$ cat src/common/busDefines.svh
//****************************
// Bus system constants
// Widths, address map, stopwatch divider,
// LFSR constants and stopwatch commands
//****************************
`ifndef BUS_DEFINES_SVH
`define BUS_DEFINES_SVH

// Data path widths
`define BUS_WIDTH     32
`define BYTE_LANES    4

// Data memory window
`define MEM_WORDS     256
`define MEM_BASE      32'h1001_0000

// Memory-mapped device registers
`define SW_ADDR       32'hFF20_0510
`define LFSR_ADDR     32'hFF20_0514
`define DISP_ADDR     32'hFF20_0518

// CLOCK_50 cycles per stopwatch tick
`define SW_TICK_DIV   5

// Stopwatch command words
`define SW_CMD_STOP   32'd0
`define SW_CMD_RUN    32'd1
`define SW_CMD_CLEAR  32'd2

// Galois LFSR
`define LFSR_TAPS     32'h8020_0003
`define LFSR_SEED     32'hACE1_2345

// Read strobe to readValid
`define READ_LATENCY  2

`endif

$ cat src/common/busPkg.sv
//****************************
// Bus system types
// Bus words, byte lanes, segment digits
// and device enums
//****************************
`default_nettype none

`include "busDefines.svh"

package busPkg;

    // One bus data or address word
    typedef logic [`BUS_WIDTH-1:0] busWord_t;

    // Write mask, one bit per byte lane
    typedef logic [`BYTE_LANES-1:0] byteEnable_t;

    // Active-low digit, bit 0 = a .. bit 6 = g
    typedef logic [6:0] segment_t;

    // Stopwatch run/stop FSM
    typedef enum logic {
        swStopped,
        swRunning
    } swState_t;

    // Display source, from the board switches
    typedef enum logic [1:0] {
        dispBlank     = 2'd0,
        dispRegister  = 2'd1,
        dispStopwatch = 2'd2,
        dispZero      = 2'd3
    } dispSource_t;

endpackage

`default_nettype wire

$ cat src/common/busIf.sv
//****************************
// Data bus request
// One registered request plus one-hot
// device selects, valid for one cycle
//****************************
`timescale 1ns/1ps
`default_nettype none

interface busIf import busPkg::*; ();

    // Request fields
    logic        readEnable;
    logic        writeEnable;
    byteEnable_t byteEnable;
    busWord_t    address;
    busWord_t    writeData;

    // Decoded device selects
    logic        memSel;
    logic        swSel;
    logic        lfsrSel;
    logic        dispSel;

    // Bus master side
    modport ctrl (
        output readEnable, writeEnable, byteEnable, address, writeData,
        output memSel, swSel, lfsrSel, dispSel
    );

    // Slave side
    modport device (
        input readEnable, writeEnable, byteEnable, address, writeData,
        input memSel, swSel, lfsrSel, dispSel
    );

endinterface

`default_nettype wire

$ cat src/rtl/displayDriver.sv
//****************************
// Seven-segment display
// Display register, switch-selected source
// and six hex digits, active low
//****************************
`timescale 1ns/1ps
`default_nettype none

`include "busDefines.svh"

module displayDriver import busPkg::*; (
    input  logic        CLOCK_50,
    input  logic        rstN,
    busIf.device        bus,
    input  busWord_t    swCount,
    input  dispSource_t dispSelect,
    output busWord_t    rData,
    output segment_t    hex0,
    output segment_t    hex1,
    output segment_t    hex2,
    output segment_t    hex3,
    output segment_t    hex4,
    output segment_t    hex5
);

    busWord_t    dispReg;
    logic [23:0] digits;
    logic        blank;
    segment_t    segNext [6];

    // DE1 glyphs, bit 0 = a .. bit 6 = g
    function automatic segment_t hexToSeg(input logic [3:0] nibble);
        case (nibble)
            4'h0: return 7'b1000000;
            4'h1: return 7'b1111001;
            4'h2: return 7'b0100100;
            4'h3: return 7'b0110000;
            4'h4: return 7'b0011001;
            4'h5: return 7'b0010010;
            4'h6: return 7'b0000010;
            4'h7: return 7'b1111000;
            4'h8: return 7'b0000000;
            4'h9: return 7'b0010000;
            4'hA: return 7'b0001000;
            4'hB: return 7'b0000011;
            4'hC: return 7'b1000110;
            4'hD: return 7'b0100001;
            4'hE: return 7'b0000110;
            default: return 7'b0001110;
        endcase
    endfunction

    // Display register, byte-lane writes
    always_ff @(posedge CLOCK_50) begin
        if (!rstN) begin
            dispReg <= '0;
        end else if (bus.writeEnable && bus.dispSel) begin
            for (int lane = 0; lane < `BYTE_LANES; lane++) begin
                if (bus.byteEnable[lane]) begin
                    dispReg[lane*8 +: 8] <= bus.writeData[lane*8 +: 8];
                end
            end
        end
    end

    // Read back
    always_ff @(posedge CLOCK_50) begin
        if (bus.readEnable && bus.dispSel) begin
            rData <= dispReg;
        end
    end

    // Source select from the switches
    always_comb begin
        blank  = 1'b0;
        digits = '0;
        case (dispSelect)
            dispBlank:     blank  = 1'b1;
            dispRegister:  digits = dispReg[23:0];
            dispStopwatch: digits = swCount[23:0];
            default:       digits = '0;
        endcase
    end

    // Blank is all segments off
    always_comb begin
        for (int i = 0; i < 6; i++) begin
            segNext[i] = blank ? '1 : hexToSeg(digits[i*4 +: 4]);
        end
    end

    // Segments follow one cycle later
    always_ff @(posedge CLOCK_50) begin
        if (!rstN) begin
            hex0 <= '1;
            hex1 <= '1;
            hex2 <= '1;
            hex3 <= '1;
            hex4 <= '1;
            hex5 <= '1;
        end else begin
            hex0 <= segNext[0];
            hex1 <= segNext[1];
            hex2 <= segNext[2];
            hex3 <= segNext[3];
            hex4 <= segNext[4];
            hex5 <= segNext[5];
        end
    end

endmodule

`default_nettype wire

$ cat src/flat_wrapper.sv
// flat-port wrapper written by rule: the top's interface ports become plain ports
module displayDriver_flat import busPkg::*;
  (CLOCK_50, rstN, swCount, dispSelect, rData, hex0, hex1, hex2, hex3, hex4, hex5, bus_readEnable, bus_writeEnable, bus_byteEnable, bus_address, bus_writeData, bus_memSel, bus_swSel, bus_lfsrSel, bus_dispSel);
  busIf bus_i ();
  input  logic CLOCK_50;
  input  logic rstN;
  input  busWord_t swCount;
  input  dispSource_t dispSelect;
  output busWord_t rData;
  output segment_t hex0;
  output segment_t hex1;
  output segment_t hex2;
  output segment_t hex3;
  output segment_t hex4;
  output segment_t hex5;
  input wire logic [$bits(bus_i.readEnable)-1:0] bus_readEnable;
  input wire logic [$bits(bus_i.writeEnable)-1:0] bus_writeEnable;
  input wire logic [$bits(bus_i.byteEnable)-1:0] bus_byteEnable;
  input wire logic [$bits(bus_i.address)-1:0] bus_address;
  input wire logic [$bits(bus_i.writeData)-1:0] bus_writeData;
  input wire logic [$bits(bus_i.memSel)-1:0] bus_memSel;
  input wire logic [$bits(bus_i.swSel)-1:0] bus_swSel;
  input wire logic [$bits(bus_i.lfsrSel)-1:0] bus_lfsrSel;
  input wire logic [$bits(bus_i.dispSel)-1:0] bus_dispSel;
  assign bus_i.readEnable = bus_readEnable;
  assign bus_i.writeEnable = bus_writeEnable;
  assign bus_i.byteEnable = bus_byteEnable;
  assign bus_i.address = bus_address;
  assign bus_i.writeData = bus_writeData;
  assign bus_i.memSel = bus_memSel;
  assign bus_i.swSel = bus_swSel;
  assign bus_i.lfsrSel = bus_lfsrSel;
  assign bus_i.dispSel = bus_dispSel;
  displayDriver u_core (.CLOCK_50(CLOCK_50), .rstN(rstN), .bus(bus_i), .swCount(swCount), .dispSelect(dispSelect), .rData(rData), .hex0(hex0), .hex1(hex1), .hex2(hex2), .hex3(hex3), .hex4(hex4), .hex5(hex5));
endmodule
$ cat config.mk
export PLATFORM = sky130hd
export DESIGN_NAME = displayDriver_flat
export DESIGN_NICKNAME = d
export VERILOG_FILES = /design/src/common/busPkg.sv /design/src/common/busIf.sv /design/src/rtl/displayDriver.sv /design/src/flat_wrapper.sv
export VERILOG_INCLUDE_DIRS = /design/src /design/src/common
export SDC_FILE = /design/constraint.sdc
export NUM_CORES = 1
export LEC_CHECK = 0
export BUFFER_PORTS_ARGS = -buffer_cell sky130_fd_sc_hd__buf_2
export CAP_MARGIN = 20
export CORE_UTILIZATION = 35
export DETAILED_ROUTE_END_ITERATION = 10
export GPL_ROUTABILITY_DRIVEN = 0
export SYNTH_ARGS = -nofsm -noshare
export SYNTH_HDL_FRONTEND = slang
export SYNTH_SLANG_ARGS = --single-unit
$ cat constraint.sdc
create_clock -name CLOCK_50 -period 6.5 [get_ports CLOCK_50]
set_input_delay 0.325 -clock CLOCK_50 [delete_from_list [all_inputs] [get_ports CLOCK_50]]
set_output_delay 0.325 -clock CLOCK_50 [all_outputs]
set_load 0.01 [all_outputs]
==> results of run 1 <==
## worst max-delay path: stages
cell and delay (ns):
buf_2 0.11, inv_1 0.07, ha_1 0.59, buf_4 0.37
a22o_1 0.17, and2_1 0.25, inv_1 0.12, ha_1 0.26
mux4_2 0.49, or2_1 0.21
## how the worst max path moves through the flow
stage,endpoint,depth (start not counted)
final,u_core.hex4[3]$_SDFF_PP1_,10
after global routing,u_core.hex4[3]$_SDFF_PP1_,10
after CTS,u_core.hex4[3]$_SDFF_PP1_,10
after detailed placement,u_core.hex4[3]$_SDFF_PP1_,10
after global placement,u_core.hex4[3]$_SDFF_PP1_,10
after floorplan,u_core.hex4[3]$_SDFF_PP1_,11
## power breakdown
part	switching [µW]	internal [µW]
registers	12.9	716
logic	118	83.8
clock network	243	311
total	374	1110
## cells in the mapped netlist, drive strengths merged (2+ instances only)
cell	count	area, µm²
nand2	31	126
a22o	19	178
and2	6	37.5
o211ai	3	22.5
edfxtp	32	961
clkbuf	12	45.0
nor2b	33	206
mux2i	44	440
ha	39	488
and3	2	12.5
nand3	10	50.1
o21ai	16	80.1
o2111ai	4	35.0
nor2	2	7.51
o311ai	12	105
nor3	2	10.0
nand4	19	119
mux4	5	113
buf	14	111
a31oi	3	18.8
a21oi	2	10.0
nand2b	11	68.8
dfxtp	74	1480
a22oi	16	154
inv	20	75.1
o221ai	9	78.8
xnor2	6	52.6
## cell families after synthesis
| logic type | Yosys count | synth area share |
|---|---|---|
| flip-flops | 106 | 0.474 |
| XOR/XNOR | 6 | 0.0102 |
| multiplexers | 50 | 0.109 |
| AND/OR/NAND/NOR | 118 | 0.126 |
| AO/OA/AOI/OAI | 89 | 0.141 |
| buffers and inverters | 46 | 0.0449 |
| adder cells (fa/ha/maj) | 39 | 0.0946 |
## flip-flops by register name, indices dropped and copies added (netlist names)
name and flops:
u_core.hex0 7, u_core.rData 32, u_core.hex4 7, u_core.hex2 7, u_core.hex5 7, u_core.dispReg 32
u_core.hex1 7, u_core.hex3 7
## stage by stage
step	setup WS, ns	hold slack [ns]	utilization	instance area [µm²]	std cells
6_report	3.76	0.222	0.443	6270	770
5_1_grt	3.53	0.216	0.443	6270	769
4_1_cts	3.76	0.204	0.443	6270	769
3_5_place_dp	3.40	0.417	0.422	5970	753
3_3_place_gp	3.44	0.410	0.422	5970	753
2_1_floorplan	3.98	0.408	-	5160	454
## final cells by class
class	count	area, µm²	share of cell area
clock inverters	5	60.1	0.00958
clock buffers	11	243	0.0387
well taps	180	225	0.0359
multi-input cells	302	2480	0.396
diodes	1	2.50	0.000399
flip-flops and latches	106	2440	0.389
inverters	20	75.1	0.0120
repair buffers	145	738	0.118
## layer usage
metal / share of wire / up-vias / global-route usage
met5: 0 / - / 0
met3: 0.074 / 19 / 0.0535
met2: 0.53 / 154 / 0.328
met4: 0.024 / 0 / 0.0836
li1: - / 1946 / -
met1: 0.37 / 1910 / 0.179
==> impl_metrics.tcl, run 1 <==
set metrics [dict create \
    mostFrequentLayoutCells "140 x buf_2, 74 x dfxtp_1, 44 x mux2i_1" \
    cts_buffers 9 \
    ys.flop_type "dfxtp_1" \
    async_flop_share 0 \
    synth.avg_cell_area_um2 11.4 \
    finalCritPeriodShare 0.421 \
    setup_viol 0 \
    regToRegStartpoint "u_core.dispReg[16]$_SDFFE_PN0P_" \
    dr_total_vias 4029 \
    reg2reg_setup_slack_ns 4.47 \
    start_util 0.364 \
    synth_cells 454 \
    p_total_uw 1490 \
    first_pass_iters 6 \
    grt_pass1_vias 4056 \
    skew_ns 0.00709 \
    fill_cells 1346 \
    synth_seq_cells 106 \
    layout_commonest_cell "buf_2" \
    clockBufferDepth 2 \
    grt_max_degree 51 \
    power_density_mw_per_mm2 237 \
    synth_edf_count 32 \
    area.growth.synth_to_final_pct 21.6 \
    clk_latency_ns 0.35 \
    via_per_inst 5.23 \
    cts.sinks 106 \
    dieArea_mm2 0.0152 \
    htree_levels 3 \
    whs_path_depth 3 \
    core_mm2 0.0141 \
    hp-class "in -> reg" \
    seq_area_frac_synth 0.474 \
    ctsResizeCount 0 \
    final_antenna_net_count 0 \
    post_cts_buffers 0 \
    tightest_slew_ns 0.676 \
    crit_type "in -> reg" \
    outcome "finished, final reports clean" \
    route.detailed.drc 0 \
    clock-root-buffer "clkbuf_16" \
    syn_area_mm2 0.00516 \
    critical_path_arrival_ns 2.98 \
    leakagePower_uw 0.00279 \
    ys_warn_count 0 \
    die_w_um 123 \
    critPathMaxFanout 19 \
    period_minus_slack_ns 2.74 \
    reg2reg_depth 6 \
    routed_wl_um 12700 \
    fin_setup_tns_ns 0 \
    ctsHoldBuffers 0 \
    cp-end-kind "flip-flop" \
    grt_pass1_wl_um 20200 \
    rows 43 \
    drt_iter0_drc 365 \
    grt-ovfl-total 0 \
    holdPathEnd "u_core.dispReg[2]$_SDFFE_PN0P_" \
    r2r_end "u_core.hex4[3]$_SDFF_PP1_" \
    synth_cell_types 46 \
    cts_tree "yes" \
    crit_start "dispSelect[0]" \
    finalHoldViolations 0 \
    drive_gt1_frac 0.301 \
    post-dp-hpwl_um 9470 \
    vdd_drop_max_mv 0.124 \
    antenna_found_initial 1 \
    max_freq_mhz 365 \
    io_pins 184 \
    die_y_um 123 \
    rsz0062_at_grt "false" \
    drv_cap 0 \
    worstPathRequired_ns 6.74 \
    slew_violations 0 \
    nets 733 \
    cp-start-kind "input port" \
    holdCritStartpoint "bus_writeData[2]" \
    grt_usage 0.177 \
    port_buffers 140 \
    synth_fp_nets 603 \
    clk_pin_slew_worst_paths_ns 0.07 \
    post_drt_wl_per_cell_um 16.5 \
    relSlewSlack 0.550 \
]
Note: power is estimated with default switching activity, not from simulation.
==> run 2, diff against run 1 <==
ABC_AREA = 1   (was unset)
clock period = 2.34 ns   (was 6.5 ns; I/O delays follow)
==> run 2 against run 1 <==
Register-to-register slack worse by 3.8 ns. Sequential share of layout area down 0.90 points. Largest cell class is now registers. Non-clock buffer count up 1.
==> impl_metrics.tcl, run 2 <==
set metrics [dict create \
    clk_latency_ns 0.36 \
    rows 44 \
    synth_fp_nets 804 \
    yosys.area.top_type_share 0.284 \
    cts.sinks 106 \
    grt-ovfl-total 0 \
    fill_cells 1505 \
    max_freq_mhz 573 \
    ys.flop_type "dfxtp_1" \
    ctsResizeCount 0 \
    reg2reg_depth 10 \
    critical_path_arrival_ns 1.97 \
    synth.avg_cell_area_um2 7.98 \
    reg_top3 "u_core.dispReg x32, u_core.rData x32" \
    skew_ns 0.0110 \
    power_frac_comb 0.149 \
    cp-end-kind "flip-flop" \
    yosys.area.top_type "dfxtp_1" \
    worstPathRequired_ns 2.57 \
    synth_commonest_cells "187 x nand2_1, 92 x nand3_1, 74 x dfxtp_1" \
    regToRegStartpoint "u_core.dispReg[4]$_SDFFE_PN0P_" \
    p_sw_uw 1110 \
    yosysMostFrequentCell "nand2_1" \
    r2r_end "u_core.hex1[3]$_SDFF_PP1_" \
    finalHoldViolations 0 \
    drt_iter0_drc 315 \
    post_drt_wl_per_cell_um 13.2 \
    rsz0062_at_grt "false" \
    clk_pin_slew_worst_paths_ns 0.08 \
    seq_area_frac_synth 0.468 \
    mostFrequentLayoutCells "187 x nand2_1, 140 x buf_2, 92 x nand3_1" \
    die_y_um 124 \
    ys_warn_count 0 \
    layout_commonest_cell "nand2_1" \
    ys_top_cells_by_area "dfxtp_1 28%, edfxtp_1 18%, nand2_1 13%" \
    vdd_drop_max_mv 0.333 \
    reg2reg_setup_slack_ns 0.67 \
    final_antenna_net_count 0 \
    synth_cell_types 21 \
    power_density_mw_per_mm2 640 \
    nets 941 \
    finalCritPeriodShare 0.746 \
    grt_usage 0.179 \
    leakagePower_uw 0.00313 \
    path_common_cell "inv_1" \
    syn_area_mm2 0.00522 \
    post-route-worst-setup-slack_ns 0.595 \
    p_clk_frac 0.353 \
    critPathMaxStageDelay_ns 0.32 \
    cp-start-kind "input port" \
    pre_cts_ws_ns 0.251 \
    io_pins 184 \
    clockBufferDepth 2 \
    area.growth.synth_to_final_pct 22.9 \
    multi_input_comb_area_mm2 0.00238 \
    cts_buffers 9 \
    p_seq_frac 0.498 \
    synth_edf_count 32 \
    die_w_um 124 \
    fin_setup_tns_ns 0 \
    crit_type "in -> reg" \
    port_buffers 140 \
    core_mm2 0.0145 \
    route.detailed.drc 0 \
    post-dp-hpwl_um 9530 \
    crit_start "dispSelect[0]" \
    fin_util 0.442 \
    grt_pass1_vias 4301 \
    crit_path_end "u_core.hex1[3]$_SDFF_PP1_" \
    dr_total_vias 4583 \
    drv_cap 0 \
    regArea_mm2 0.00244 \
    via_per_inst 4.67 \
    path_cells "buf_2 > inv_1 > ha_1 > buf_12 > nand2_1 > nand2_1 > inv_1 > nor2_1 > inv_1 > ha_1 > inv_1 > nand3_1 > nand3_1 > nand3_1" \
    grt_pass1_wl_um 20800 \
    drive_gt1_frac 0.251 \
    relSlewSlack 0.598 \
    setup_viol 0 \
    routed_wl_um 13000 \
    ctsHoldBuffers 0 \
    tightest_slew_ns 0.603 \
    p_int_uw 3000 \
    critPathMaxFanout 16 \
    clock-root-buffer "clkbuf_16" \
    slowest_stage "ha_1" \
    synth_cells 655 \
    post_cts_buffers 0 \
    outcome "finished, final reports clean" \
    slew_violations 0 \
    htree_levels 3 \
    cts_tree "yes" \
    start_util 0.359 \
    antenna_found_initial 0 \
    async_flop_share 0 \
    first_pass_iters 5 \
    switching_share 0.271 \
    hp-class "in -> reg" \
    synth_seq_cells 106 \
    dieArea_mm2 0.0154 \
    period_minus_slack_ns 1.74 \
    grt_max_degree 47 \
]
==> run 2: changes by cell type after synthesis, sizes merged, moves of 11 or more <==
cell    change
nor2       +27
o311ai     -12
nand3      +82
inv        +55
a22o       -19
a22oi      -16
o21ai      +19
nor2b      -33
mux2i      -44
nand4      -18
nand2     +184
nand2b     -11
a21oi      +36
==> run 2: worst max-delay path: cells and delay by family <==
kind | cells | cell delay (ns)
adder cells (fa/ha/maj) | 2 | 0.62
AND/OR/NAND/NOR | 6 | 0.59
buffers and inverters | 6 | 0.63
==> run 2: layout make-up <==
class,instances,share of cell area
well taps,184,0.0359
repair buffers,146,0.124
clock buffers,11,0.0378
diodes,1,0.000390
multi-input cells,452,0.370
clock inverters,5,0.00604
inverters,77,0.0450
flip-flops and latches,106,0.380
==> run 2: power by group through the flow <==
stage               sequential, µW  combinational [µW]  clock, µW
CTS                           2050                 619       1510
finish                        2050                 612       1450
global route                  2060                 697       1580
floorplan                     2130                 336          0
detailed placement            2090                 615          0
global placement              2090                 615          0
==> run 2: worst min path at each step <==
| stage | start | end | slack, ns | cells past startpoint |
|---|---|---|---|---|
| 3_3_place_gp | bus_writeData[5] | u_core.dispReg[5]$_SDFFE_PN0P_ | 0.40 | 3 |
| 3_5_place_dp | bus_writeData[4] | u_core.dispReg[4]$_SDFFE_PN0P_ | 0.40 | 3 |
| 2_1_floorplan | rstN | u_core.dispReg[23]$_SDFFE_PN0P_ | 0.26 | 2 |
| 5_1_grt | bus_writeData[2] | u_core.dispReg[2]$_SDFFE_PN0P_ | 0.03 | 3 |
| 6_report | bus_writeData[2] | u_core.dispReg[2]$_SDFFE_PN0P_ | 0.03 | 3 |
| 4_1_cts | bus_writeData[4] | u_core.dispReg[4]$_SDFFE_PN0P_ | 0.02 | 3 |
==> run 2: metal layers <==
layer  track usage  part of all wire  vias to the layer above
li1              -                 -                     2376
met1         0.211              0.44                     2052
met2         0.310              0.49                      135
met3        0.0412             0.047                       20
met4        0.0729             0.023                        0
met5             0                 0                        -
==> run 2: cells by family (layout without fill, tap and decap cells) <==
group,after synthesis,in the layout,synth area share
simple gates,340,340,0.291
flops,106,106,0.468
buf+inv,97,239,0.0781
compound gates,73,73,0.0699
fa+ha+maj,39,39,0.0934
other cells,0,1,0
==> run 2: through the flow <==
step | hold slack, ns | power, µW | cells | cell area [µm²]
CTS | 0.0196 | 4180 | 981 | 6420
global placement | 0.395 | 2700 | 965 | 6140
finish | 0.0278 | 4110 | 982 | 6420
global route | 0.0334 | 4340 | 981 | 6420
floorplan | 0.255 | 2470 | 655 | 5220
detailed placement | 0.400 | 2710 | 965 | 6140
==> run 3, diff against run 2 <==
clock period = 1.5 ns   (was 2.34 ns; I/O delays follow)
==> run 3 against run 2 <==
Highest routed layer unchanged. Utilization rose by 5.4 points. Sequential share of layout area fell by 4.0 points. Non-clock buffer count rose by 80. Sequential cell count did not move. Routed wire length rose by 8.5%. Register-to-register slack got worse by 0.60 ns. Count of clock-buffer cells in the layout fell by 2. Largest cell class is now multi-input gates. Largest power group unchanged. Combinational power rose by 90%. Critical path type unchanged.
==> impl_metrics.tcl, run 3 (synthesis gave the netlist of run 2 again) <==
set metrics [dict create \
    dr_total_vias 4886 \
    nets 1021 \
    skew_ns 0.0106 \
    finalHoldViolations 0 \
    switching_share 0.273 \
    die_y_um 124 \
    rsz0062_at_grt "true" \
    layout_commonest_cell "nand2_1" \
    grt_use_met2 0.317 \
    fin_area_mm2 0.00720 \
    hp-class "in -> reg" \
    post_drt_wl_per_cell_um 13.3 \
    cp-end-kind "flip-flop" \
    max_freq_mhz 689 \
    critPathMaxFanout 6 \
    stdcell_count 1061 \
    globalRouteMet3Util 0.0408 \
    finalCritPeriodShare 0.968 \
    outcome "finished, final reports clean" \
    p_int_uw 4960 \
    port_buffers 140 \
    leakagePower_uw 0.00348 \
    mostFrequentLayoutCells "178 x nand2_1, 140 x buf_2, 89 x nand3_1" \
    cp-start-kind "input port" \
    power_density_mw_per_mm2 946 \
    path_cells "buf_2 > clkinvlp_4 > ha_4 > buf_4 > nand2_1 > nand2_1 > inv_1 > nor2_2 > buf_4 > ha_1 > nand3_1 > nand3_1 > nand2_1 > nand2_1" \
    grt_usage 0.189 \
    critPathMaxStageDelay_ns 0.22 \
    clock-root-buffer "clkbuf_16" \
    worstPathRequired_ns 1.74 \
    cp_num_buf_inv 5 \
    placed_cell_area_mm2 0.00654 \
    clockBufferDepth 2 \
    slew_violations 0 \
    routed_wl_um 14100 \
    grt_pass1_vias 4616 \
    drt_iter0_drc 317 \
    path_common_cell "nand2_1" \
    crit_type "in -> reg" \
    drive_gt1_frac 0.351 \
    slowest_stage "ha_4" \
    setup_viol 0 \
    grt_pass1_wl_um 21700 \
    cts_tree "yes" \
    io_pins 184 \
    clk_pin_slew_worst_paths_ns 0.08 \
    final_antenna_net_count 0 \
    whs_ns 0.0104 \
    start_util 0.359 \
    die_w_um 124 \
    relSlewSlack 0.606 \
    period_minus_slack_ns 1.45 \
    via_per_inst 4.61 \
    power_frac_comb 0.170 \
    cts_buffers 9 \
    tightest_slew_ns 0.591 \
    core_mm2 0.0145 \
    cts.sinks 106 \
    post-dp-hpwl_um 10300 \
    first_pass_iters 5 \
    grt_max_degree 33 \
    place_inst 1016 \
    p_seq_frac 0.470 \
    p_sw_uw 1860 \
    rows 44 \
    drv_cap 0 \
    met1_usage 0.229 \
    route.detailed.drc 0 \
    critical_path_arrival_ns 1.69 \
    antenna_found_initial 0 \
    antenna_cells 0 \
    p_clk_frac 0.360 \
    dieArea_mm2 0.0154 \
    area.growth.synth_to_final_pct 37.9 \
    cp_top_family "buffers and inverters" \
    clk_latency_ns 0.36 \
    reg_top3 "u_core.dispReg x32, u_core.rData x32" \
    vdd_drop_max_mv 0.601 \
    p_total_uw 6820 \
    top_usage_layer "met2" \
    grt-ovfl-total 0 \
    htree_levels 3 \
]
==> run 3: worst reg2reg max path, delay by kind of cell (launching register included) <==
family / cells / cell delay [ns]
flops: 1 / 0.34
fa+ha+maj: 1 / 0.27
compound gates: 1 / 0.13
simple gates: 5 / 0.44
buf+inv: 2 / 0.14
==> run 3: final timing paths <==
kind | startpoint | end | slack (ns) | cells after the start
worst max-delay path | dispSelect[1] | u_core.hex0[3]$_SDFF_PP1_ | 0.05 | 14
worst min-delay path | bus_writeData[18] | u_core.dispReg[18]$_SDFFE_PN0P_ | 0.01 | 3
worst max register to register | u_core.dispReg[0]$_SDFFE_PN0P_ | u_core.hex0[1]$_SDFF_PP1_ | 0.07 | 9
worst min register to register | u_core.dispReg[30]$_SDFFE_PN0P_ | u_core.rData[30]$_DFFE_PP_ | 0.44 | 0
==> run 3: stage by stage <==
step	util	worst slack, ns	TNS (ns)
floorplan	-	-0.0377	-0.153
global placement	0.450	-0.236	-6.86
detailed placement	0.450	-0.256	-7.88
CTS	0.484	0.0222	0
global route	0.496	-0.0536	-0.160
finish	0.496	0.0483	0
==> run 3: power by group through the flow <==
stage / clock (µW) / combinational, µW / sequential, µW
floorplan: 0 / 546 / 3330
global placement: 0 / 1070 / 3270
detailed placement: 0 / 1070 / 3270
CTS: 2550 / 1120 / 3200
global route: 2650 / 1300 / 3220
finish: 2460 / 1160 / 3200
==> run 3: per-layer routing <==
layer / vias up / part of all wire
li1: 2541 / -
met1: 2164 / 0.45
met2: 158 / 0.47
met3: 23 / 0.058
met4: 0 / 0.025
met5: - / 0
==> run 3: what timing repair did <==
item                                    CTS  global route
buffers inserted                          0            10
endpoints found under the hold margin    19             0
resized for setup                         2            36
hold buffers                             19             0
endpoints found under the setup margin    2            31
pin swaps                                 0            12
==> run 3: final cells by class <==
cell class | count | area, µm²
clock buffers | 9 | 225
clock inverters | 7 | 83.8
fillers | 1498 | 7330
inverters | 77 | 297
multi-input cells | 452 | 2510
flip-flops and latches | 106 | 2450
well taps | 184 | 230
repair buffers | 226 | 1410
