[src/common/busDefines.svh]
//****************************
// Bus system constants
// Widths, address map, stopwatch divider,
// LFSR constants and stopwatch commands
//****************************
`ifndef BUS_DEFINES_SVH
`define BUS_DEFINES_SVH

// Data path widths
`define BUS_WIDTH     32
`define BYTE_LANES    4

// Data memory window
`define MEM_WORDS     256
`define MEM_BASE      32'h1001_0000

// Memory-mapped device registers
`define SW_ADDR       32'hFF20_0510
`define LFSR_ADDR     32'hFF20_0514
`define DISP_ADDR     32'hFF20_0518

// CLOCK_50 cycles per stopwatch tick
`define SW_TICK_DIV   5

// Stopwatch command words
`define SW_CMD_STOP   32'd0
`define SW_CMD_RUN    32'd1
`define SW_CMD_CLEAR  32'd2

// Galois LFSR
`define LFSR_TAPS     32'h8020_0003
`define LFSR_SEED     32'hACE1_2345

// Read strobe to readValid
`define READ_LATENCY  2

`endif

[src/common/busPkg.sv]
//****************************
// Bus system types
// Bus words, byte lanes, segment digits
// and device enums
//****************************
`default_nettype none

`include "busDefines.svh"

package busPkg;

    // One bus data or address word
    typedef logic [`BUS_WIDTH-1:0] busWord_t;

    // Write mask, one bit per byte lane
    typedef logic [`BYTE_LANES-1:0] byteEnable_t;

    // Active-low digit, bit 0 = a .. bit 6 = g
    typedef logic [6:0] segment_t;

    // Stopwatch run/stop FSM
    typedef enum logic {
        swStopped,
        swRunning
    } swState_t;

    // Display source, from the board switches
    typedef enum logic [1:0] {
        dispBlank     = 2'd0,
        dispRegister  = 2'd1,
        dispStopwatch = 2'd2,
        dispZero      = 2'd3
    } dispSource_t;

endpackage

`default_nettype wire

[src/common/busIf.sv]
//****************************
// Data bus request
// One registered request plus one-hot
// device selects, valid for one cycle
//****************************
`timescale 1ns/1ps
`default_nettype none

interface busIf import busPkg::*; ();

    // Request fields
    logic        readEnable;
    logic        writeEnable;
    byteEnable_t byteEnable;
    busWord_t    address;
    busWord_t    writeData;

    // Decoded device selects
    logic        memSel;
    logic        swSel;
    logic        lfsrSel;
    logic        dispSel;

    // Bus master side
    modport ctrl (
        output readEnable, writeEnable, byteEnable, address, writeData,
        output memSel, swSel, lfsrSel, dispSel
    );

    // Slave side
    modport device (
        input readEnable, writeEnable, byteEnable, address, writeData,
        input memSel, swSel, lfsrSel, dispSel
    );

endinterface

`default_nettype wire

[src/stopwatch/stopwatchControl.sv]
//****************************
// Stopwatch controller
// Run/stop FSM driven by command writes,
// with a one-cycle clear pulse
//****************************
`timescale 1ns/1ps
`default_nettype none

`include "busDefines.svh"

module stopwatchControl import busPkg::*; (
    input  logic CLOCK_50,
    input  logic rstN,
    busIf.device bus,
    output logic run,
    output logic clear
);

    swState_t state;
    swState_t stateNext;
    logic     cmdWrite;
    logic     clearNext;

    // Command write to the stopwatch register
    assign cmdWrite = bus.writeEnable && bus.swSel;

    always_comb begin
        stateNext = state;
        clearNext = 1'b0;
        if (cmdWrite) begin
            case (bus.writeData)
                `SW_CMD_RUN:  stateNext = swRunning;
                `SW_CMD_STOP: stateNext = swStopped;
                `SW_CMD_CLEAR: begin
                    // Clear also stops
                    stateNext = swStopped;
                    clearNext = 1'b1;
                end
                default: stateNext = state;
            endcase
        end
    end

    always_ff @(posedge CLOCK_50) begin
        if (!rstN) begin
            state <= swStopped;
            clear <= 1'b0;
        end else begin
            state <= stateNext;
            clear <= clearNext;
        end
    end

    assign run = (state == swRunning);

    // Timer never counts on the clear cycle
    clearStops: assert property (@(posedge CLOCK_50) disable iff (!rstN)
        clear |-> !run);

endmodule

`default_nettype wire

[src/flat_wrapper.sv]
// flat-port wrapper written by rule: the top's interface ports become plain ports
module stopwatchControl_flat import busPkg::*;
  (CLOCK_50, rstN, run, clear, bus_readEnable, bus_writeEnable, bus_byteEnable, bus_address, bus_writeData, bus_memSel, bus_swSel, bus_lfsrSel, bus_dispSel);
  busIf bus_i ();
  input  logic CLOCK_50;
  input  logic rstN;
  output logic run;
  output logic clear;
  input wire logic [$bits(bus_i.readEnable)-1:0] bus_readEnable;
  input wire logic [$bits(bus_i.writeEnable)-1:0] bus_writeEnable;
  input wire logic [$bits(bus_i.byteEnable)-1:0] bus_byteEnable;
  input wire logic [$bits(bus_i.address)-1:0] bus_address;
  input wire logic [$bits(bus_i.writeData)-1:0] bus_writeData;
  input wire logic [$bits(bus_i.memSel)-1:0] bus_memSel;
  input wire logic [$bits(bus_i.swSel)-1:0] bus_swSel;
  input wire logic [$bits(bus_i.lfsrSel)-1:0] bus_lfsrSel;
  input wire logic [$bits(bus_i.dispSel)-1:0] bus_dispSel;
  assign bus_i.readEnable = bus_readEnable;
  assign bus_i.writeEnable = bus_writeEnable;
  assign bus_i.byteEnable = bus_byteEnable;
  assign bus_i.address = bus_address;
  assign bus_i.writeData = bus_writeData;
  assign bus_i.memSel = bus_memSel;
  assign bus_i.swSel = bus_swSel;
  assign bus_i.lfsrSel = bus_lfsrSel;
  assign bus_i.dispSel = bus_dispSel;
  stopwatchControl u_core (.CLOCK_50(CLOCK_50), .rstN(rstN), .bus(bus_i), .run(run), .clear(clear));
endmodule
[config.mk]
export PLATFORM = sky130hd
export DESIGN_NAME = stopwatchControl_flat
export DESIGN_NICKNAME = d
export VERILOG_FILES = /design/src/common/busPkg.sv /design/src/common/busIf.sv /design/src/stopwatch/stopwatchControl.sv /design/src/flat_wrapper.sv
export VERILOG_INCLUDE_DIRS = /design/src /design/src/common
export SDC_FILE = /design/constraint.sdc
export NUM_CORES = 1
export LEC_CHECK = 0
export BUFFER_PORTS_ARGS = -buffer_cell sky130_fd_sc_hd__buf_2
export CORE_AREA = 5 5 42 44
export CTS_CLUSTER_SIZE = 40
export DETAILED_ROUTE_END_ITERATION = 10
export DIE_AREA = 0 0 47 49
export GPL_ROUTABILITY_DRIVEN = 0
export PLACE_DENSITY = 0.74
export SLEW_MARGIN = 20
export SYNTH_ARGS = -nofsm -noshare
export SYNTH_HDL_FRONTEND = slang
export SYNTH_SLANG_ARGS = --single-unit
export TNS_END_PERCENT = 1
[constraint.sdc]
create_clock -name CLOCK_50 -period 1.61 [get_ports CLOCK_50]
set_clock_uncertainty 0.05 [all_clocks]
set_input_delay 0.0805 -clock CLOCK_50 [delete_from_list [all_inputs] [get_ports CLOCK_50]]
set_output_delay 0.0805 -clock CLOCK_50 [all_outputs]
set_load 0.1 [all_outputs]
==> results of run 1 <==
[cell usage in the layout (no fill, tap or decap)]
| cell | instances |
|---|---|
| clkbuf_4 | 3 |
| o311a_1 | 1 |
| nand4_1 | 2 |
| nand2_1 | 1 |
| dfxtp_1 | 2 |
| o41ai_1 | 1 |
| buf_2 | 37 |
| dlygate4sd3_1 | 1 |
| or2_1 | 1 |
| inv_1 | 1 |
| nor4_1 | 6 |
| or4b_4 | 1 |
| nor2_1 | 2 |
| nor4b_1 | 1 |
[report_power, final]
part           total, mW     switching, mW  leakage (nW)  internal, mW
registers         0.0500  0.00000000000433        0.0161        0.0500
logic             0.0500            0.0149         0.172        0.0351
clock network      0.109            0.0273        0.0138        0.0821
[worst min path at each step]
stage                                         end  slack [ns]
after floorplan           u_core.clear$_SDFF_PN0_        0.11
after global placement    u_core.clear$_SDFF_PN0_        0.22
after detailed placement  u_core.clear$_SDFF_PN0_        0.22
after CTS                 u_core.clear$_SDFF_PN0_        0.04
after global routing      u_core.run$_SDFFE_PN0P_        0.05
final                     u_core.clear$_SDFF_PN0_        0.05
[metrics by stage]
step | total power [mW] | util | cell area, um2 | setup WS, ns
floorplan | 0.05684 | - | 152.6 | 0.2131
global placement | 0.09805 | 0.2554 | 357.8 | 0.1598
detailed placement | 0.09958 | 0.2554 | 357.8 | 0.1568
CTS | 0.2174 | 0.2786 | 390.4 | 0.3900
global route | 0.2309 | 0.2786 | 390.4 | 0.3623
finish | 0.2095 | 0.2786 | 390.4 | 0.3894
[state kept, by name (all words and copies together) (netlist names)]
name and count:
u_core.clear 1, u_core.run 1
[critical path, cell delays in order]
cell	delay, ns
buf_2	0.10
or4b_4	0.52
or2_1	0.25
o311a_1	0.32
[repair_timing]
action / 4_1_cts / 5_1_grt
setup endpoints to repair: 0 / 0
endpoints found under the hold margin: 1 / 0
hold buffers: 1 / 0
[area by class of cell]
type	count	area (um2)
clock buffers	3	22.52
well taps	16	20.02
inverters	1	3.754
fillers	159	1011
multi-input cells	16	108.9
repair buffers	38	195.2
flip-flops and latches	2	40.04
[layer usage]
layer  global-route usage  wire length, um
met3              0.03690              204
met4              0.04147                0
met5                    0                0
met1              0.06550              238
met2               0.1199              333
[cell families (layout without fill, tap and decap cells)]
family | count (synthesis) | after routing
compound gates | 2 | 2
buf+inv | 1 | 42
flops | 2 | 2
simple gates | 14 | 14
==> results, run 1 <==
- Sorting the synthesized cells by area gives the leading types as dfxtp_1, nor4_1, or4b_4, nand4_1, o311a_1.
- The number of inserted diodes is 0.
- The post-layout minimum cycle time is roughly 1.2 ns.
- The final hold slack is roughly 0.051 ns.
- For this block, the routed nets add up to 776 um of wire.
- The critical path capture point type is a flop.
- The number of nets produced by synthesis is 95.
- The adder-cell share of the synthesized area is 0.
- After clock tree synthesis, the clock-pin slew on the worst setup and hold paths is about 0.03 ns.
- In this run, synthesis inferred 0 flip-flops with an integrated enable.
- The post-CTS setup buffer count is 0.
- At the later pin of the worst-skew pair, clock insertion delay measures between 0.2 and 0.25 ns.
- The max-capacitance violation count is 0.
- The share of synthesized area occupied by flip-flops and latches is 0.2623.
- The endpoint identified for the worst register-to-register timing path is u_core.run$_SDFFE_PN0P_.
- The worst reg-to-reg setup slack is 0.90 ns.
- Measured along the x axis, the die boundary spans 47 um.
- The startpoint identified for the worst hold timing path is bus_writeData[1].
- The synthesized-area fraction occupied by ao, oa, aoi and oai cells is 0.1230.
- The average instance area after synthesis is roughly 8.0 um2.
- The max-slew violation count was 0.
- The ratio of cells with drive above 1 in the final layout is 0.6833.
- The total number of H-tree levels is 1.
- Excluding fillers, the count of instances in the completed layout stands at 76.
- Counting instances, the worst hold path has a depth of 3.
- The portion of synthesized area spent on multiplexers is 0.
- Of the post-synthesis cell area, the dominant cell type holds 0.2623.
- Relative to the synthesized area, the layout overhead comes to 155.7%.
- In the finished design, the share of the clock period the worst path needs comes to 0.7581.
- Once detail routing completed, the nets flagged for antenna violations numbered 0.
- Across every metal layer, demand over resource in global routing totals 0.07168.
- The min-delay analysis places its worst path in the category primary input to flop.
- The critical path ends at u_core.run$_SDFFE_PN0P_.
- The category of the most critical setup path is primary input to flop.
- After detailed routing, the number of vias per cell comes to roughly 4.3.
- Clock tree synthesis found a total of 2 sinks.
- For this run, the top clock speed supported by timing is a little over 800 MHz.
- By area, the combinational part of the netlist is dominated by simple AND/OR/NAND/NOR gates.
- Global routing finished with a remaining overflow of 0.
- The critical path launch point is bus_writeData[28].
- Ranked by instance count, the synthesized netlist is headed by nor4_1, dfxtp_1, nand4_1, nor2_1.
- The largest buffer count on any clock path is 2.
- After routing, the total negative slack on setup checks comes to 0 ns.
- The total of cells resized after clock tree synthesis is 0.
- For this run, asynchronously set or reset flops after synthesis account for 0.
- Clock tree synthesis inserted a total of 3 buffers.
- The floorplan has 14 rows.
- For this run, the detailed router's first-pass iteration total came to 1.
- The flow ran to the end, and the final reports show no timing, DRC or antenna violations.
- At the worst endpoint, the arrival time is 1.27 ns.
- The pin count of the biggest net entering global routing is 4.
- The share of synthesized cell area in and, or, nand and nor gates is 0.5902.
- At the pin with the least slew margin, the transition time is between 0.4 and 0.5 ns.
- The number of placed instances, taps included is approximately 70.
- Along the worst path, the maximum fanout reaches 2.
- In this run the cell area of the synthesized design comes to ~150 um2.
- TritonCTS built the clock tree.
- IR analysis of the VDD net gives a maximum drop of about 0.00014 V.
- The first global-routing pass estimated 1.159 mm of wire.
- The number of antenna violations at the first check in global routing was 0.
- The via count of the first global-routing pass is about 340.
- Setup repair after global routing left no endpoint under its margin.
- The xor-xnor portion of the synthesized cell area is 0.
- During synthesis, Yosys emitted a total of 0 warnings.
- The effective utilization at floorplan is 0.1089.
- Among all flip-flop cells after synthesis, the most frequent one is dfxtp_1.
- In this run the clock root is driven by a clkbuf_4.
- In the post-synthesis netlist, the cell with the most instances is nor4_1.
- The worst register-to-register path has a depth of 3.
- The synthesized netlist cell count is 19.
- Counting flops and latches in the post-synthesis netlist gives 2.
- Dividing total power by cell area gives a power density of around 540 mW/mm2.
- The overall die area is about 0.0023 mm2.
- The violation count after the first detailed-route iteration is 0.
- The die is 49 um tall.
- The static power due to leakage is 0.2016 nW.
- The quantity of I/O buffers inserted on ports is 37.
- The cell taking the most area after synthesis is dfxtp_1.
- After synthesis, the netlist uses 11 different library cells.
- The final net count is around 140.
- Setup violations remaining at the end of the flow were counted as 0.
- The final count of hold timing violations is 0.
- After detailed routing, the number of remaining DRC violations is 0.
- In this run the count of I/O pins placed on the die edge is 78.
- The via count is 327.
- The launching point of the worst reg2reg path is u_core.run$_SDFFE_PN0P_.
- The average wire per standard cell is 10.21 um.
- The total area inside the core boundary comes to 0.001401 mm2.
- Headroom to the max-slew limit came out at 0.6782.
- STA puts the critical path data required time at 1.66 ns.
- The critical path launch point type is a primary input.
No activity file was read; power rests on OpenSTA's default activity.
==> inputs of run 2 (changes only) <==
--- a/config.mk
+++ b/config.mk
@@ -7,10 +7,10 @@
 export NUM_CORES = 1
 export LEC_CHECK = 0
 export BUFFER_PORTS_ARGS = -buffer_cell sky130_fd_sc_hd__buf_2
-export CORE_AREA = 5 5 42 44
+export CORE_MARGIN = 5
+export CORE_UTILIZATION = 11
 export CTS_CLUSTER_SIZE = 40
 export DETAILED_ROUTE_END_ITERATION = 10
-export DIE_AREA = 0 0 47 49
 export GPL_ROUTABILITY_DRIVEN = 0
 export PLACE_DENSITY = 0.74
 export SLEW_MARGIN = 20
==> constraint.sdc (replaced) <==
create_clock -name CLOCK_50 -period 1.1 [get_ports CLOCK_50]
set_clock_uncertainty 0.05 [all_clocks]
set_input_delay 0.055 -clock CLOCK_50 [delete_from_list [all_inputs] [get_ports CLOCK_50]]
set_output_delay 0.055 -clock CLOCK_50 [all_outputs]
set_load 0.1 [all_outputs]
==> run 2 against run 1 <==
Against the previous run:
- the flow now finishes with violations (negative setup slack)
- worst setup slack lost 0.47 ns
- register-to-register slack worse by 0.55 ns
- sequential power rose by 46%
- clock power grew 45%
- largest cell class unchanged
- largest power group unchanged
==> results, run 2 (synthesis results as in run 1) <==
- The via count normalized by instance count was 4.533 (+5.4%).
- The number of filler instances in the final layout was 147 (-7.5%).
- The sum of routed wire segments on met1 is 212 um (-11%).
- The average wire per standard cell is 11.41 um (+12%).
- The signal on the critical path passes through buf_6 > or4b_4 > or2_4 > o311a_1.
- The worst-path cell with the longest stage delay is or4b_4.
- The max-capacitance violation count is 0 (unchanged).
- The global-route wire length before repair is 1.283 mm (+11%).
- The overall track demand over capacity in global routing is 0.08129 (+0.009609).
- Relative to the synthesized area, the layout overhead comes to 189.3%.
- The ratio of cells with drive above 1 in the final layout was 0.7500 (+0.06667).
- The post-CTS setup buffer count is 0 (unchanged).
- TritonCTS built the clock tree.
- In the finished design, the share of the clock period the worst path needs comes to 1.070.
- The sum of overflow across all layers after global routing is 0 (unchanged).
- The effective utilization at floorplan was 0.1173 (+0.008379).
- The final reports fail on negative setup slack.
- The static power due to leakage is 0.2123 nW (+5.3%).
- The quantity of I/O buffers inserted on ports is 37 (unchanged).
- The final count of hold timing violations was 0 (unchanged).
- The total number of H-tree levels is 1 (unchanged).
- The via count came to 340 (+4.0%).
- The detailed-routed wire length on met2 is 435 um (+31%).
- The violation count after the first detailed-route iteration is 0 (unchanged).
- The critical path launch point type is a primary input.
- The overall die height is 47.25 um (-3.6%).
- The most common cell after layout, fill and taps aside is buf_2.
- The pin count of the biggest net entering global routing is 4 (unchanged).
- The via count of the first global-routing pass is 404 (+18%).
- The overall die area is 0.002233 mm2 (-3.1%).
- The residual antenna-violating net count after detailed routing was 0 (unchanged).
- The cell sitting at the root of the clock tree is a clkbuf_4.
- After detailed routing, no signal wire sits above met3.
- The setup slack after placement came to -0.3141 ns (-0.4709 ns).
- Setup repair after global routing could not meet its margin everywhere.
- The max-slew violation count is 0 (unchanged).
- The worst slew slack as a fraction of its limit is 0.8117 (+0.1335).
- The DRC violations left is 0 (unchanged).
- The total number of clock tree sinks is 2 (unchanged).
- The post-detailed-routing wire length came to 856 um (+10%).
- On the critical path the largest part of the delay comes from simple AND/OR/NAND/NOR gates.
- STA classifies the critical path endpoint as a flop.
- The run finished, with violations left.
- Detailed placement ended at an HPWL of around 780 um.
- The slew at the pin closest to its max-slew limit was 0.2788 ns (-0.2072 ns).
- The category of the most critical setup path is primary input to flop.
- The required time at the worst-slack endpoint is 1.15 ns (-0.51 ns).
- The largest fanout on the critical path came to 2 (unchanged).
- The total number of placement rows is 13 (-1).
- The post-layout minimum cycle time is about 1.2 ns.
- The data arrival time at the worst-slack endpoint is 1.23 ns (-0.04 ns).
- In this run the worst hold path is classified as primary input to flop.
- The final setup violation count was 2 (+2).
- The slack of the critical path came to -0.07732 ns (-0.4668 ns).
- The clock latency at the later pin of the worst-skew pair is 0.22 ns (about the same).
- The top cell types in the final layout, fill and taps aside, are buf_2, nor4_1, clkbuf_4.
- The die outline width is 47.25 um (+0.53%).
- The sum of negative setup slack was -0.08762 ns (-0.08762 ns).
- The final hold slack came to 0.02416 ns (-0.02653 ns).
- The final net count is 138 (unchanged).
- The CTS buffer count is 3 (unchanged).
- The sum of buffers and inverters on the critical path is 1 (unchanged).
- The detailed-routed wire length on met3 came to 207 um (+1.5%).
- The floorplan core area is 0.001301 mm2 (-7.1%).
- The largest stage delay on the critical path came to 0.52 ns (about the same).
- The boundary pin count is 78 (unchanged).
- The largest buffer count on any clock path is 2 (unchanged).
- The power per cell area is 702.6 mW/mm2 (+31%).
- The number of search-and-repair iterations in the first detailed-routing pass is 1 (unchanged).
- The peak supply drop is 0.0002565 V (+82%).
- The clock slew seen by the registers of the worst setup and hold paths is 0.03 ns (about the same).
- The number of inserted diodes was 0 (unchanged).
- Based on the critical path, the design can be clocked at up to around 850 MHz.
- The number of antenna violations at the first check in global routing is 0 (unchanged).
run 2: cell counts in the layout (fill, tap and decap cells not counted):
Identical to the previous run, type by type.
run 2: worst register-to-register path: cells and delay by family, from the launching register on:
kind                   cells  cell delay, ns
DFF                        1            0.34
AOI/OAI and AO/OA          2            0.25
buffers and inverters      1            0.04
run 2: repair_timing:
item                                   4_1_cts  5_1_grt
pin swaps                                    0        1
endpoints found under the hold margin        1        0
hold buffers                                 1        0
setup endpoints to repair                    2        2
gates cloned                                 0        0
resized for setup                            2        2
run 2: area by class of cell:
class / count / area [um2] / share of cell area
clock buffer: 3 / 22.52 / 0.05099
inverter: 1 / 3.754 / 0.008499
multi-input combinational: 16 / 123.9 / 0.2805
sequential: 2 / 41.29 / 0.09348
tap: 15 / 18.77 / 0.04249
timing repair buffer: 38 / 231.5 / 0.5241
run 2: worst paths after layout:
kind | depth (start not counted) | startpoint | end | slack, ns
max | 4 | bus_writeData[28] | u_core.run$_SDFFE_PN0P_ | -0.08
min reg2reg | 3 | u_core.run$_SDFFE_PN0P_ | u_core.run$_SDFFE_PN0P_ | 0.53
min | 2 | rstN | u_core.run$_SDFFE_PN0P_ | 0.02
max reg2reg | 3 | u_core.run$_SDFFE_PN0P_ | u_core.run$_SDFFE_PN0P_ | 0.35
run 2: report_power, final:
group	internal (mW)	total (mW)	switching, mW
sequential	0.0731	0.0731	0.0000000000170
combinational	0.0543	0.0788	0.0245
clock	0.120	0.158	0.0384
total	0.247	0.310	0.0629
run 2: per-stage QoR:
stage / cell area (um2) / total power [mW] / util / instances
finish: 441.7 / 0.3103 / 0.3394 / 75
global route: 441.7 / 0.3314 / 0.3394 / 75
CTS: 432.9 / 0.3217 / 0.3327 / 75
detailed placement: 387.9 / 0.1464 / 0.2981 / 71
global placement: 387.9 / 0.1428 / 0.2981 / 71
floorplan: 153.9 / 0.08317 / - / 19
run 2: layer usage:
layer,track usage,vias up
met3,0.007663,0
met4,0.06630,0
met5,0,-
met1,0.06027,145
li1,-,164
met2,0.1738,31
==> inputs of run 3 (changes only) <==
--- a/config.mk
+++ b/config.mk
@@ -13,6 +13,7 @@
 export DETAILED_ROUTE_END_ITERATION = 10
 export GPL_ROUTABILITY_DRIVEN = 0
 export PLACE_DENSITY = 0.74
+export RECOVER_POWER = 100
 export SLEW_MARGIN = 20
 export SYNTH_ARGS = -nofsm -noshare
 export SYNTH_HDL_FRONTEND = slang
==> run 3 against run 2 <==
Against the previous run:
- the flow still finishes with violations (negative setup slack)
- first-iteration DRC count did not move
- worst setup slack unchanged
- register-to-register slack better by 0.03 ns
- cell count stayed put
- hold slack unchanged
- routed wire length increased by 0.23%
- global-route usage unchanged
- sequential share of layout area increased by 0.56 points
- fmax is the same
- clock-buffer cell count unchanged
- critical path depth unchanged
- critical endpoint unchanged
==> results, run 3 (synthesis results as in run 1) <==
- The run finished, with violations left.
- The checks that failed: negative setup slack.
- The clock latency at the later pin of the worst-skew pair was 0.22 ns (about the same).
- The sum of negative setup slack is -0.08756 ns (+0.00005940 ns).
- The DRC violations left is 0 (unchanged).
- Setup repair after global routing could not meet its margin everywhere.
- The violation count after the first detailed-route iteration is 0 (unchanged).
- The TritonCTS clock tree is done.
- The uppermost signal routing layer after detailed routing is met3.
- The data arrival time at the worst-slack endpoint is 1.23 ns (about the same).
- The average wire per standard cell is 11.44 um (+0.23%).
- The achievable frequency is 849.4 MHz (unchanged).
- The net switching power is 0.06287 mW (about the same).
- The floorplan core area is 0.001301 mm2 (unchanged).
- The total number of placement rows is 13 (unchanged).
- The boundary pin count is 78 (unchanged).
- The power per cell area came to 744.9 mW/mm2 (+6.0%).
- The largest stage delay on the critical path is 0.52 ns (about the same).
- The effective utilization at floorplan is 0.1173 (unchanged).
- Traced cell by cell, the critical path runs through buf_6 > or4b_4 > or2_4 > o311a_1.
- The combinational share of power is 0.254 (about the same).
- Among all stages on the critical path, the largest delay is contributed by or4b_4.
- The static power due to leakage is 0.2058 nW (-3.1%).
- The slew at the pin closest to its max-slew limit is 0.2788 ns (unchanged).
- The sum of routed wire segments on met1 is 216 um (+1.9%).
- The largest fanout on the critical path was 2 (unchanged).
- The final net count came to 138 (unchanged).
- The internal power consumption was 0.2475 mW (about the same).
- The area of all placed cells without fillers is 416.7 um2 (-5.7%).
- The worst reg-to-reg setup slack is 0.38 ns (+0.03 ns).
- The slack of the critical path is -0.07732 ns (unchanged).
- The switching part of the total was 0.2026 (about the same).
- The sum of overflow across all layers after global routing is 0 (unchanged).
- The placed wire-length estimate after detailed placement is 780.4 um (unchanged).
- The library cells used most frequently in the layout, excluding fill and tap cells, are buf_2, nor4_1, clkbuf_4.
- The max-capacitance violation count was 0 (unchanged).
- The die outline width is 47.25 um (unchanged).
- The overall die area is 0.002233 mm2 (unchanged).
- The standard cell area after detailed placement is 387.9 um2 (unchanged).
- Tracing the worst setup path back leads to its startpoint at bus_writeData[28].
- The final setup violation count is 2 (unchanged).
- The final count of hold timing violations is 0 (unchanged).
- Following the worst setup path forward leads to its endpoint at u_core.run$_SDFFE_PN0P_.
- The worst setup path is captured at a flop.
- The total number of clock tree sinks is 2 (unchanged).
- The post-route core utilization is 0.3202 (-0.01923).
- The category of the most critical setup path is primary input to flop.
- The largest buffer count on any clock path is 2 (unchanged).
- The total number of H-tree levels is 1 (unchanged).
- The post-layout minimum cycle time came to 1.177 ns (unchanged).
- The number of search-and-repair iterations in the first detailed-routing pass is 1 (unchanged).
- The path class of the tightest hold or removal check is primary input to flop.
- The clock slew seen by the registers of the worst setup and hold paths was 0.03 ns (about the same).
- The peak supply drop is 0.0002565 V (unchanged).
- The ratio of cells with drive above 1 in the final layout is 0.7500 (unchanged).
- The layout overhead on the synthesized area is 173.0%.
- The CTS buffer count was 3 (unchanged).
- The period utilization is 1.070 (unchanged).
- The number of placed instances, taps included came to 71 (unchanged).
- The overall die height is 47.25 um (unchanged).
- The required time at the worst-slack endpoint is 1.15 ns (about the same).
- The worst slew slack as a fraction of its limit is 0.8117 (unchanged).
- The quantity of I/O buffers inserted on ports is 37 (unchanged).
- The sequential cell fraction of total power came to 0.236 (about the same).
- The root buffer cell chosen for the clock tree is clkbuf_4.
- The number of antenna violations at the first check in global routing came to 0 (unchanged).
- The launch point of the worst hold path is rstN.
- The detailed-routed wire length on met3 came to 207 um (unchanged).
- The max-slew violation count is 0 (unchanged).
- The residual antenna-violating net count after detailed routing is 0 (unchanged).
- The launching point of the worst reg2reg path is u_core.run$_SDFFE_PN0P_.
- The via count came to 340 (unchanged).
- The final hold slack is 0.02416 ns (unchanged).
- The post-detailed-routing wire length is 858 um (+0.23%).
- The pin count of the biggest net entering global routing came to 4 (unchanged).
- The cell count of the worst reg-to-reg path was 3 (unchanged).
- The critical path launch point type is a primary input.
- The library cell used most frequently in the layout, excluding fill and tap cells, is buf_2.
- The via count normalized by instance count was 4.533 (unchanged).
- In this run the critical register-to-register path is captured at u_core.run$_SDFFE_PN0P_.
- The via count of the first global-routing pass was 404 (unchanged).
- The global-route wire length before repair came to 1.283 mm (unchanged).
- The detailed-routed wire length on met2 is 434 um (-0.23%).
- The overall track demand over capacity in global routing is 0.08129 (unchanged).
- The final non-filler cell total was 75 (unchanged).
- The portion of total power attributed to the clock network is 0.511 (about the same).
- The number of inserted diodes came to 0 (unchanged).
==> run 3: final cells by class <==
class	instances	area [um2]
Clock buffer	3	22.52
Fill cell	151	884.6
Inverter	1	3.754
Multi-Input combinational cell	16	123.9
Sequential cell	2	41.29
Tap cell	15	18.77
Timing Repair Buffer	38	206.4
==> run 3: worst min path at each step <==
stage                     slack (ns)                      end  cells after the start
after floorplan                 0.08  u_core.clear$_SDFF_PN0_                      1
after global placement          0.20  u_core.clear$_SDFF_PN0_                      2
after detailed placement        0.22  u_core.clear$_SDFF_PN0_                      2
after CTS                       0.02  u_core.run$_SDFFE_PN0P_                      2
after global routing            0.03  u_core.run$_SDFFE_PN0P_                      2
final                           0.02  u_core.run$_SDFFE_PN0P_                      2
==> run 3: metrics by stage <==
step / total power [mW] / setup slack (ns)
floorplan: 0.08317 / -0.1781
global placement: 0.1428 / -0.2975
detailed placement: 0.1464 / -0.3141
CTS: 0.3217 / -0.07041
global route: 0.3314 / -0.1117
finish: 0.3104 / -0.07732
==> run 3: timing repair <==
action	in CTS	in global routing
setup endpoints to repair	2	2
pin swaps	0	1
hold buffers	1	0
endpoints found under the hold margin	1	0
resized for setup	2	2
setup buffers	0	0
==> run 3: worst max-delay path: cells and delay by family <==
kind | cells | cell delay (ns)
compound gates | 1 | 0.32
buf+inv | 1 | 0.09
simple gates | 2 | 0.77
==> run 3: power groups by stage <==
stage	clock, mW	sequential, mW	combinational [mW]
CTS	0.170	0.0731	0.0792
global route	0.172	0.0730	0.0867
detailed placement	0	0.0740	0.0724
floorplan	0	0.0740	0.00917
finish	0.158	0.0731	0.0788
global placement	0	0.0740	0.0688
==> run 3: metal layers <==
layer,GRT usage,up-vias
met5,0,-
met4,0.06630,0
met3,0.007663,0
met2,0.1738,31
met1,0.06027,145
li1,-,164
